==> src/source/wb_params.svh <==
// Writeback stage parameters
`ifndef WB_PARAMS_SVH
`define WB_PARAMS_SVH

// Result and operand width
`define XLEN 32

// Instruction ID width
`define ID_W 4

// One quotient bit per iteration
`define DIV_STEPS `XLEN

// Units sharing writeback port 1 (divider, multiplier)
`define G1_UNITS 2

`endif

==> src/source/wb_types_pkg.sv <==
// Writeback shared types
`include "wb_params.svh"

package wb_types_pkg;

    // Payload and tag vectors
    typedef logic [`XLEN-1:0] data_t;
    typedef logic [`ID_W-1:0] id_t;

    // ALU operation select
    typedef logic [2:0] alu_op_t;
    localparam alu_op_t ALU_ADD = 3'd0;
    localparam alu_op_t ALU_SUB = 3'd1;
    localparam alu_op_t ALU_AND = 3'd2;
    localparam alu_op_t ALU_OR  = 3'd3;
    localparam alu_op_t ALU_XOR = 3'd4;

    // Must hold DIV_STEPS itself, not just DIV_STEPS-1
    typedef logic [$clog2(`DIV_STEPS+1)-1:0] step_t;

    // Divider sequencing
    typedef enum logic [1:0] {DIV_IDLE, DIV_RUN, DIV_HOLD} div_state_t;

endpackage

==> src/source/alu_unit.sv <==
// Single-cycle ALU
`timescale 1ns/1ps

module alu_unit (
    input  logic                 clk,
    input  logic                 rst,
    input  logic                 issue,
    input  wb_types_pkg::alu_op_t op,
    input  wb_types_pkg::id_t    issue_id,
    input  wb_types_pkg::data_t  a,
    input  wb_types_pkg::data_t  b,
    output logic                 done,
    output wb_types_pkg::id_t    id,
    output wb_types_pkg::data_t  rd
);
    import wb_types_pkg::*;

    data_t result;

    // Operation select
    always_comb begin
        case (op)
            ALU_ADD: result = a + b;
            ALU_SUB: result = a - b;
            ALU_AND: result = a & b;
            ALU_OR:  result = a | b;
            ALU_XOR: result = a ^ b;
            default: result = '0;
        endcase
    end

    // Group 0 never stalls, so done lasts exactly one cycle
    always_ff @(posedge clk) begin
        if (rst) begin
            done <= 1'b0;
        end else begin
            done <= issue;
        end
    end

    always_ff @(posedge clk) begin
        id <= issue_id;
        rd <= result;
    end

endmodule

==> src/source/mul_unit.sv <==
// Two-stage multiplier
`timescale 1ns/1ps

module mul_unit (
    input  logic                clk,
    input  logic                rst,
    input  logic                issue,
    input  wb_types_pkg::id_t   issue_id,
    input  wb_types_pkg::data_t a,
    input  wb_types_pkg::data_t b,
    input  logic                ack,
    output logic                ready,
    output logic                done,
    output wb_types_pkg::id_t   id,
    output wb_types_pkg::data_t rd
);
    import wb_types_pkg::*;

    // Stage 1 holds operands, stage 2 holds the product
    logic  s1_valid;
    id_t   s1_id;
    data_t s1_a;
    data_t s1_b;
    logic  s2_valid;
    logic  advance;

    // Stage 2 drains when empty or acknowledged
    // Stage 1 moves with it, so one enable covers both
    assign advance = !s2_valid || ack;
    assign ready   = advance;

    //////////////////////////////
    // Valid bits
    always_ff @(posedge clk) begin
        if (rst) begin
            s1_valid <= 1'b0;
            s2_valid <= 1'b0;
        end else if (advance) begin
            s1_valid <= issue;
            s2_valid <= s1_valid;
        end
    end

    //////////////////////////////
    // Payload
    always_ff @(posedge clk) begin
        if (advance) begin
            s1_id <= issue_id;
            s1_a  <= a;
            s1_b  <= b;
            id    <= s1_id;
            // Low word only
            rd    <= s1_a * s1_b;
        end
    end

    assign done = s2_valid;

endmodule

==> src/source/div_control.sv <==
// Divider control FSM
`timescale 1ns/1ps

module div_control (
    input  logic clk,
    input  logic rst,
    input  logic issue,
    input  logic last,
    input  logic ack,
    output logic load,
    output logic step,
    output logic ready,
    output logic done
);
    import wb_types_pkg::*;

    div_state_t state;
    div_state_t next_state;

    //////////////////////////////
    // Next state
    always_comb begin
        next_state = state;
        case (state)
            DIV_IDLE: begin
                if (issue) begin
                    next_state = DIV_RUN;
                end
            end
            // Last step is taken on the way out
            DIV_RUN: begin
                if (last) begin
                    next_state = DIV_HOLD;
                end
            end
            // Result held until writeback takes it
            DIV_HOLD: begin
                if (ack) begin
                    next_state = DIV_IDLE;
                end
            end
            default: next_state = DIV_IDLE;
        endcase
    end

    always_ff @(posedge clk) begin
        if (rst) begin
            state <= DIV_IDLE;
        end else begin
            state <= next_state;
        end
    end

    //////////////////////////////
    // Outputs
    assign ready = (state == DIV_IDLE);
    assign load  = issue && ready;
    assign step  = (state == DIV_RUN);
    assign done  = (state == DIV_HOLD);

endmodule

==> src/source/div_counter.sv <==
// Divider iteration counter
`timescale 1ns/1ps
`include "wb_params.svh"

module div_counter (
    input  logic clk,
    input  logic rst,
    input  logic load,
    input  logic step,
    output logic last
);
    import wb_types_pkg::*;

    step_t remaining;

    // Reload wins over step
    always_ff @(posedge clk) begin
        if (rst) begin
            remaining <= '0;
        end else if (load) begin
            remaining <= step_t'(`DIV_STEPS);
        end else if (step && remaining != '0) begin
            remaining <= remaining - step_t'(1);
        end
    end

    // Flag the final iteration
    assign last = (remaining == step_t'(1));

endmodule

==> src/source/div_datapath.sv <==
// Restoring divider datapath
`timescale 1ns/1ps

module div_datapath (
    input  logic                clk,
    input  logic                load,
    input  logic                step,
    input  wb_types_pkg::id_t   issue_id,
    input  logic                rem_sel,
    input  wb_types_pkg::data_t a,
    input  wb_types_pkg::data_t b,
    output wb_types_pkg::id_t   id,
    output wb_types_pkg::data_t rd
);
    import wb_types_pkg::*;

    // Partial remainder, dividend shifting into quotient, divisor
    data_t rem_r;
    data_t quo_r;
    data_t dvs_r;
    logic  sel_r;

    // One bit wider so the borrow shows up in the top bit
    logic [$bits(data_t):0] shifted;
    logic [$bits(data_t):0] trial;

    //////////////////////////////
    // Trial subtract
    assign shifted = {rem_r, quo_r[$bits(data_t)-1]};
    assign trial   = shifted - {1'b0, dvs_r};

    always_ff @(posedge clk) begin
        if (load) begin
            rem_r <= '0;
            quo_r <= a;
            dvs_r <= b;
            sel_r <= rem_sel;
            id    <= issue_id;
        end else if (step) begin
            if (!trial[$bits(data_t)]) begin
                // Fits, keep the difference
                rem_r <= trial[$bits(data_t)-1:0];
                quo_r <= {quo_r[$bits(data_t)-2:0], 1'b1};
            end else begin
                // Restore
                rem_r <= shifted[$bits(data_t)-1:0];
                quo_r <= {quo_r[$bits(data_t)-2:0], 1'b0};
            end
        end
    end

    //////////////////////////////
    // Result select
    // Zero divisor gives all-ones quotient, remainder = dividend
    assign rd = sel_r ? rem_r : quo_r;

endmodule

==> src/source/writeback.sv <==
// Result writeback select
`timescale 1ns/1ps
`include "wb_params.svh"

module writeback (
    input  logic                clk,
    input  logic                rst,
    input  logic                alu_done,
    input  wb_types_pkg::id_t   alu_id,
    input  wb_types_pkg::data_t alu_rd,
    input  logic                div_done,
    input  wb_types_pkg::id_t   div_id,
    input  wb_types_pkg::data_t div_rd,
    output logic                div_ack,
    input  logic                mul_done,
    input  wb_types_pkg::id_t   mul_id,
    input  wb_types_pkg::data_t mul_rd,
    output logic                mul_ack,
    output logic                wb0_valid,
    output wb_types_pkg::id_t   wb0_id,
    output wb_types_pkg::data_t wb0_data,
    output logic                wb1_valid,
    output wb_types_pkg::id_t   wb1_id,
    output wb_types_pkg::data_t wb1_data,
    output logic                snoop_valid,
    output wb_types_pkg::id_t   snoop_id,
    output wb_types_pkg::data_t snoop_data
);
    import wb_types_pkg::*;

    localparam int SEL_W = (`G1_UNITS > 1) ? $clog2(`G1_UNITS) : 1;

    // Group 1 in priority order, divider first
    logic [`G1_UNITS-1:0] g1_done;
    logic [`G1_UNITS-1:0] g1_ack;
    id_t                  g1_id [`G1_UNITS];
    data_t                g1_rd [`G1_UNITS];
    logic [SEL_W-1:0]     g1_sel;

    assign g1_done = {mul_done, div_done};
    assign g1_id   = '{div_id, mul_id};
    assign g1_rd   = '{div_rd, mul_rd};
    assign div_ack = g1_ack[0];
    assign mul_ack = g1_ack[1];

    //////////////////////////////
    // Group 0, single unit
    assign wb0_valid = alu_done;
    assign wb0_id    = alu_id;
    assign wb0_data  = alu_rd;

    //////////////////////////////
    // Group 1 select
    // Scan down so the lowest index ends up selected
    always_comb begin
        g1_sel = '0;
        for (int i = `G1_UNITS - 1; i >= 0; i--) begin
            if (g1_done[i]) begin
                g1_sel = SEL_W'(i);
            end
        end
    end

    assign wb1_valid = |g1_done;
    assign wb1_id    = g1_id[g1_sel];
    assign wb1_data  = g1_rd[g1_sel];

    // Ack only the winner
    always_comb begin
        g1_ack         = '0;
        g1_ack[g1_sel] = wb1_valid;
    end

    //////////////////////////////
    // Snoop copy for store forwarding
    always_ff @(posedge clk) begin
        if (rst) begin
            snoop_valid <= 1'b0;
        end else begin
            snoop_valid <= wb1_valid;
        end
    end

    always_ff @(posedge clk) begin
        snoop_id   <= wb1_id;
        snoop_data <= wb1_data;
    end

endmodule

==> src/source/wb_top.sv <==
// Execution units and writeback
`timescale 1ns/1ps

module wb_top (
    input  logic                  clk,
    input  logic                  rst,
    // ALU issue
    input  logic                  alu_issue,
    input  wb_types_pkg::alu_op_t alu_op,
    input  wb_types_pkg::id_t     alu_id,
    input  wb_types_pkg::data_t   alu_a,
    input  wb_types_pkg::data_t   alu_b,
    // Multiplier issue
    input  logic                  mul_issue,
    input  wb_types_pkg::id_t     mul_id,
    input  wb_types_pkg::data_t   mul_a,
    input  wb_types_pkg::data_t   mul_b,
    output logic                  mul_ready,
    // Divider issue
    input  logic                  div_issue,
    input  logic                  div_rem,
    input  wb_types_pkg::id_t     div_id,
    input  wb_types_pkg::data_t   div_a,
    input  wb_types_pkg::data_t   div_b,
    output logic                  div_ready,
    // Writeback ports
    output logic                  wb0_valid,
    output wb_types_pkg::id_t     wb0_id,
    output wb_types_pkg::data_t   wb0_data,
    output logic                  wb1_valid,
    output wb_types_pkg::id_t     wb1_id,
    output wb_types_pkg::data_t   wb1_data,
    output logic                  snoop_valid,
    output wb_types_pkg::id_t     snoop_id,
    output wb_types_pkg::data_t   snoop_data
);
    import wb_types_pkg::*;

    // Unit results toward writeback
    logic  alu_done;
    id_t   alu_res_id;
    data_t alu_rd;
    logic  mul_done;
    logic  mul_ack;
    id_t   mul_res_id;
    data_t mul_rd;
    logic  div_done;
    logic  div_ack;
    id_t   div_res_id;
    data_t div_rd;

    // Divider internals
    logic div_load;
    logic div_step;
    logic div_last;

    //////////////////////////////
    // Group 0
    alu_unit u_alu (
        .clk(clk), .rst(rst), .issue(alu_issue), .op(alu_op), .issue_id(alu_id),
        .a(alu_a), .b(alu_b), .done(alu_done), .id(alu_res_id), .rd(alu_rd)
    );

    //////////////////////////////
    // Group 1
    mul_unit u_mul (
        .clk(clk), .rst(rst), .issue(mul_issue), .issue_id(mul_id), .a(mul_a), .b(mul_b),
        .ack(mul_ack), .ready(mul_ready), .done(mul_done), .id(mul_res_id), .rd(mul_rd)
    );

    div_control u_div_ctrl (
        .clk(clk), .rst(rst), .issue(div_issue), .last(div_last), .ack(div_ack),
        .load(div_load), .step(div_step), .ready(div_ready), .done(div_done)
    );

    div_counter u_div_cnt (
        .clk(clk), .rst(rst), .load(div_load), .step(div_step), .last(div_last)
    );

    div_datapath u_div_dp (
        .clk(clk), .load(div_load), .step(div_step), .issue_id(div_id), .rem_sel(div_rem),
        .a(div_a), .b(div_b), .id(div_res_id), .rd(div_rd)
    );

    //////////////////////////////
    // Writeback select
    writeback u_wb (
        .clk(clk), .rst(rst),
        .alu_done(alu_done), .alu_id(alu_res_id), .alu_rd(alu_rd),
        .div_done(div_done), .div_id(div_res_id), .div_rd(div_rd), .div_ack(div_ack),
        .mul_done(mul_done), .mul_id(mul_res_id), .mul_rd(mul_rd), .mul_ack(mul_ack),
        .wb0_valid(wb0_valid), .wb0_id(wb0_id), .wb0_data(wb0_data),
        .wb1_valid(wb1_valid), .wb1_id(wb1_id), .wb1_data(wb1_data),
        .snoop_valid(snoop_valid), .snoop_id(snoop_id), .snoop_data(snoop_data)
    );

endmodule

==> config.mk <==
export PLATFORM = sky130hd
export DESIGN_NAME = wb_top
export DESIGN_NICKNAME = d
export VERILOG_FILES = /design/src/source/wb_types_pkg.sv /design/src/source/alu_unit.sv /design/src/source/mul_unit.sv /design/src/source/div_control.sv /design/src/source/div_counter.sv /design/src/source/div_datapath.sv /design/src/source/writeback.sv /design/src/source/wb_top.sv
export VERILOG_INCLUDE_DIRS = /design/src /design/src/source
export SDC_FILE = /design/constraint.sdc
export NUM_CORES = 2
export LEC_CHECK = 0
export BUFFER_PORTS_ARGS = -buffer_cell sky130_fd_sc_hd__clkbuf_2
export CAP_MARGIN = 0
export CORE_MARGIN = 4
export CORE_UTILIZATION = 45
export DETAILED_ROUTE_END_ITERATION = 10
export PLACE_DENSITY = 0.73
export SETUP_SLACK_MARGIN = 0.2
export SYNTH_ARGS = -nofsm -noshare
export SYNTH_HDL_FRONTEND = slang
export SYNTH_SLANG_ARGS = --single-unit
export TNS_END_PERCENT = 20
==> constraint.sdc <==
create_clock -name clk -period 11.9 [get_ports clk]
set_clock_uncertainty 0.2 [all_clocks]
set_input_delay 0 -clock clk [delete_from_list [all_inputs] [get_ports clk]]
set_output_delay 0 -clock clk [all_outputs]
set_load 0.02 [all_outputs]
==> results.json <==
{
  "outcome": "finished clean",
  "maxCapViolCount": 0,
  "cts_sinks": 289,
  "start_util_pct": 45.36,
  "hold_path.class": "input pin to flip-flop",
  "final_cells": 4798,
  "setup_tns_ps": 0,
  "max_stage_delay_ps": 730,
  "ff_latch_area_mm2": 0.007517,
  "path_clk_slew_ps": 60,
  "hp-start": "mul_a[15]",
  "die_y_um": 270.7,
  "antenna_found_initial": 0,
  "synth.most_common_cell": "inv_1",
  "cts_buffers": 36,
  "ff2ff_path_depth": 23,
  "ioPinCount": 326,
  "fill_cells": 5754,
  "holdPathEnd": "u_mul.s1_a[15]$_DFFE_PP_",
  "netlist_area_mm2": 0.03106,
  "maxSlewViolCount": 0,
  "synth_cells": 3240,
  "clkLatencyLatePin_ps": 570,
  "ys_ff_latch": 289,
  "synth_edf_count": 173,
  "async_flop_share_pct": 0,
  "synthFlopType": "edfxtp_1",
  "seq_area_frac_synth_pct": 24.20,
  "yosys.area.top_type": "fa_1",
  "r2r_slack_ps": 4260,
  "clockBufferDepth": 3,
  "worst_slew_pin_slew_ps": 1107,
  "hold_path_depth": 2,
  "yosys.area.top_type_share_pct": 26.43,
  "crit_slowest_cell": "edfxtp_1",
  "first_iter_violations": 1786,
  "cp.required_ps": 12000,
  "nNetsFinal": 4765,
  "multiInputGateArea_mm2": 0.02114,
  "syn_nets": 4117,
  "grt_setup_unrepaired": "false",
  "layout_min_cycle_time_ps": 7643,
  "finalSetupViolations": 0,
  "hold_slack_ps": 41.74,
  "grt_start_max_net_pins": 77,
  "wl_per_cell_um": 18.11,
  "routabilityCongestion": 0.9212,
  "top_layer": "met4",
  "via_per_inst": 5.238,
  "hold_viol_final": 0,
  "first_pass_iters": 7,
  "antenna-diode-count": 0,
  "cts_tree": "built",
  "coreArea_mm2": 0.06847,
  "dp.cells": 4328,
  "grt_first_pass_wirelength_um": 141500,
  "overflow": 0,
  "syn2layout_area_growth_pct": 24.75,
  "route.met3.wl_um": 5937,
  "critical_path.most_common_cell": "fa_1",
  "track_usage_pct": 23.89,
  "wl_met1_um": 36700,
  "syn_area_per_cell_um2": 9.586,
  "dieWidth_um": 270.7,
  "worstReg2RegStart": "u_mul.s1_b[2]$_DFFE_PP_",
  "drc": 0,
  "relSlewSlack_pct": 24.28,
  "cts_root_buffer": "clkbuf_16",
  "row_count": 96,
  "start_kind": "flip-flop",
  "cts_setup_buffers": 0,
  "postRouteAntennaNets": 0,
  "ys_top_cells_by_count": "inv_1 (501), fa_1 (410), nand2_1 (379), and2_1 (350), ha_1 (254)",
  "synth_area_leaders": "fa_1 (26%), edfxtp_1 (17%), ha_1 (10%)",
  "critPathCaptureType": "flip-flop",
  "worst-endpoint-arrival_ps": 7750,
  "dpl.hpwl_um": 62540,
  "path_max_fanout": 30,
  "htree_levels": 2,
  "min_period_over_period_pct": 64.23,
  "yosysWarnings": 0,
  "reg2reg_to": "u_mul.rd[31]$_DFFE_PP_",
  "die_area_mm2": 0.07328,
  "critPathKind": "flip-flop to flip-flop",
  "wl_um": 86910,
  "ys_types": 75,
  "drive_above_1_share_pct": 10.90,
  "vias": 25130,
  "grt_pass1_vias": 26490,
  "io_buffers": 325,
  "max_freq_mhz": 130.8,
  "crit_chain": "and2_1 -> fa_1 -> inv_1 -> fa_1 -> fa_1 -> fa_1 -> inv_1 -> fa_1 -> inv_1 -> fa_1 -> inv_1 -> fa_1 -> fa_1 -> ha_1 -> a21oi_1 -> o21ai_1 -> nand2_1 -> nand2_1 -> a41oi_1 -> o21ai_1 -> a311oi_1 -> o21ai_1 -> xnor2_1",
  "met2_length_um": 41080
}
layout by cell type, fill, tap and decap left out, types with 119 or more instances in the layout:
cell	n
a21oi_1	142
and2_1	350
clkbuf_2	325
dlygate4sd3_1	404
edfxtp_1	173
fa_1	410
ha_1	254
inv_1	500
nand2_1	378
nor2_1	119
xnor2_1	129
flip-flops by register name, summed over array words and instances (netlist names), 6 cells and up:
signal,cells
u_alu.rd,32
u_div_cnt.remaining,6
u_div_dp.dvs_r,32
u_div_dp.quo_r,32
u_div_dp.rem_r,32
u_mul.rd,32
u_mul.s1_a,32
u_mul.s1_b,32
u_wb.snoop_data,32
worst max path at each step:
stage	cells after the start	startpoint	end	slack, ps
after floorplan	25	u_mul.s1_a[12]$_DFFE_PP_	u_mul.rd[31]$_DFFE_PP_	4860
after global placement	23	u_mul.s1_b[2]$_DFFE_PP_	u_mul.rd[31]$_DFFE_PP_	4380
after detailed placement	23	u_mul.s1_b[2]$_DFFE_PP_	u_mul.rd[31]$_DFFE_PP_	4280
after CTS	23	u_mul.s1_b[2]$_DFFE_PP_	u_mul.rd[31]$_DFFE_PP_	4280
after global routing	23	u_mul.s1_b[2]$_DFFE_PP_	u_mul.rd[31]$_DFFE_PP_	3830
final	23	u_mul.s1_b[2]$_DFFE_PP_	u_mul.rd[31]$_DFFE_PP_	4260
kinds of logic after synthesis:
kind of cell | share of synthesized area [%]
compound gates | 8.694
xor+xnor | 4.540
fa+ha+maj | 36.66
buf+inv | 7.763
flops | 24.20
mux | 2.244
simple gates | 15.89
what timing repair did:
item,4_1_cts,5_1_grt
hold buffers,404,0
hold endpoints to repair,187,0
setup endpoints to repair,0,0
gates resized for setup,0,0
through the flow:
stage / util, % / cell area (µm²) / setup slack [ps]
after floorplan: - / 31060 / 4861
after global placement: 48.80 / 33410 / 4375
after detailed placement: 48.80 / 33410 / 4277
after CTS: 56.59 / 38740 / 4282
after global routing: 56.59 / 38740 / 3825
final: 56.59 / 38740 / 4257
worst max-delay path, delay by kind of cell, from the launching register on:
family | cells | cell delay (ps)
adders and majority gates | 9 | 4340
AOI/OAI and AO/OA | 6 | 1280
DFF | 1 | 730
and+or+nand+nor | 3 | 470
buffers and inverters | 4 | 200
xor gates and xnor gates | 1 | 140
final cells by class:
class,instances,area share (%)
multi-input combinational,2312,54.57
sequential,289,19.40
tap,882,2.848
timing repair buffer,748,15.00
clock inverter,22,0.9236
clock buffer,44,2.403
inverter,501,4.854
layer usage:
| layer | vias to the layer above | GRT usage, % |
|---|---|---|
| met3 | 187 | 3.707 |
| met4 | 0 | 8.529 |
| met5 | - | 0 |
| met1 | 12350 | 31.97 |
| met2 | 944 | 39.66 |
| li1 | 11650 | - |
Power is not shown: default switching activity piles up to over one toggle a cycle in this logic, so the estimate is an artifact.
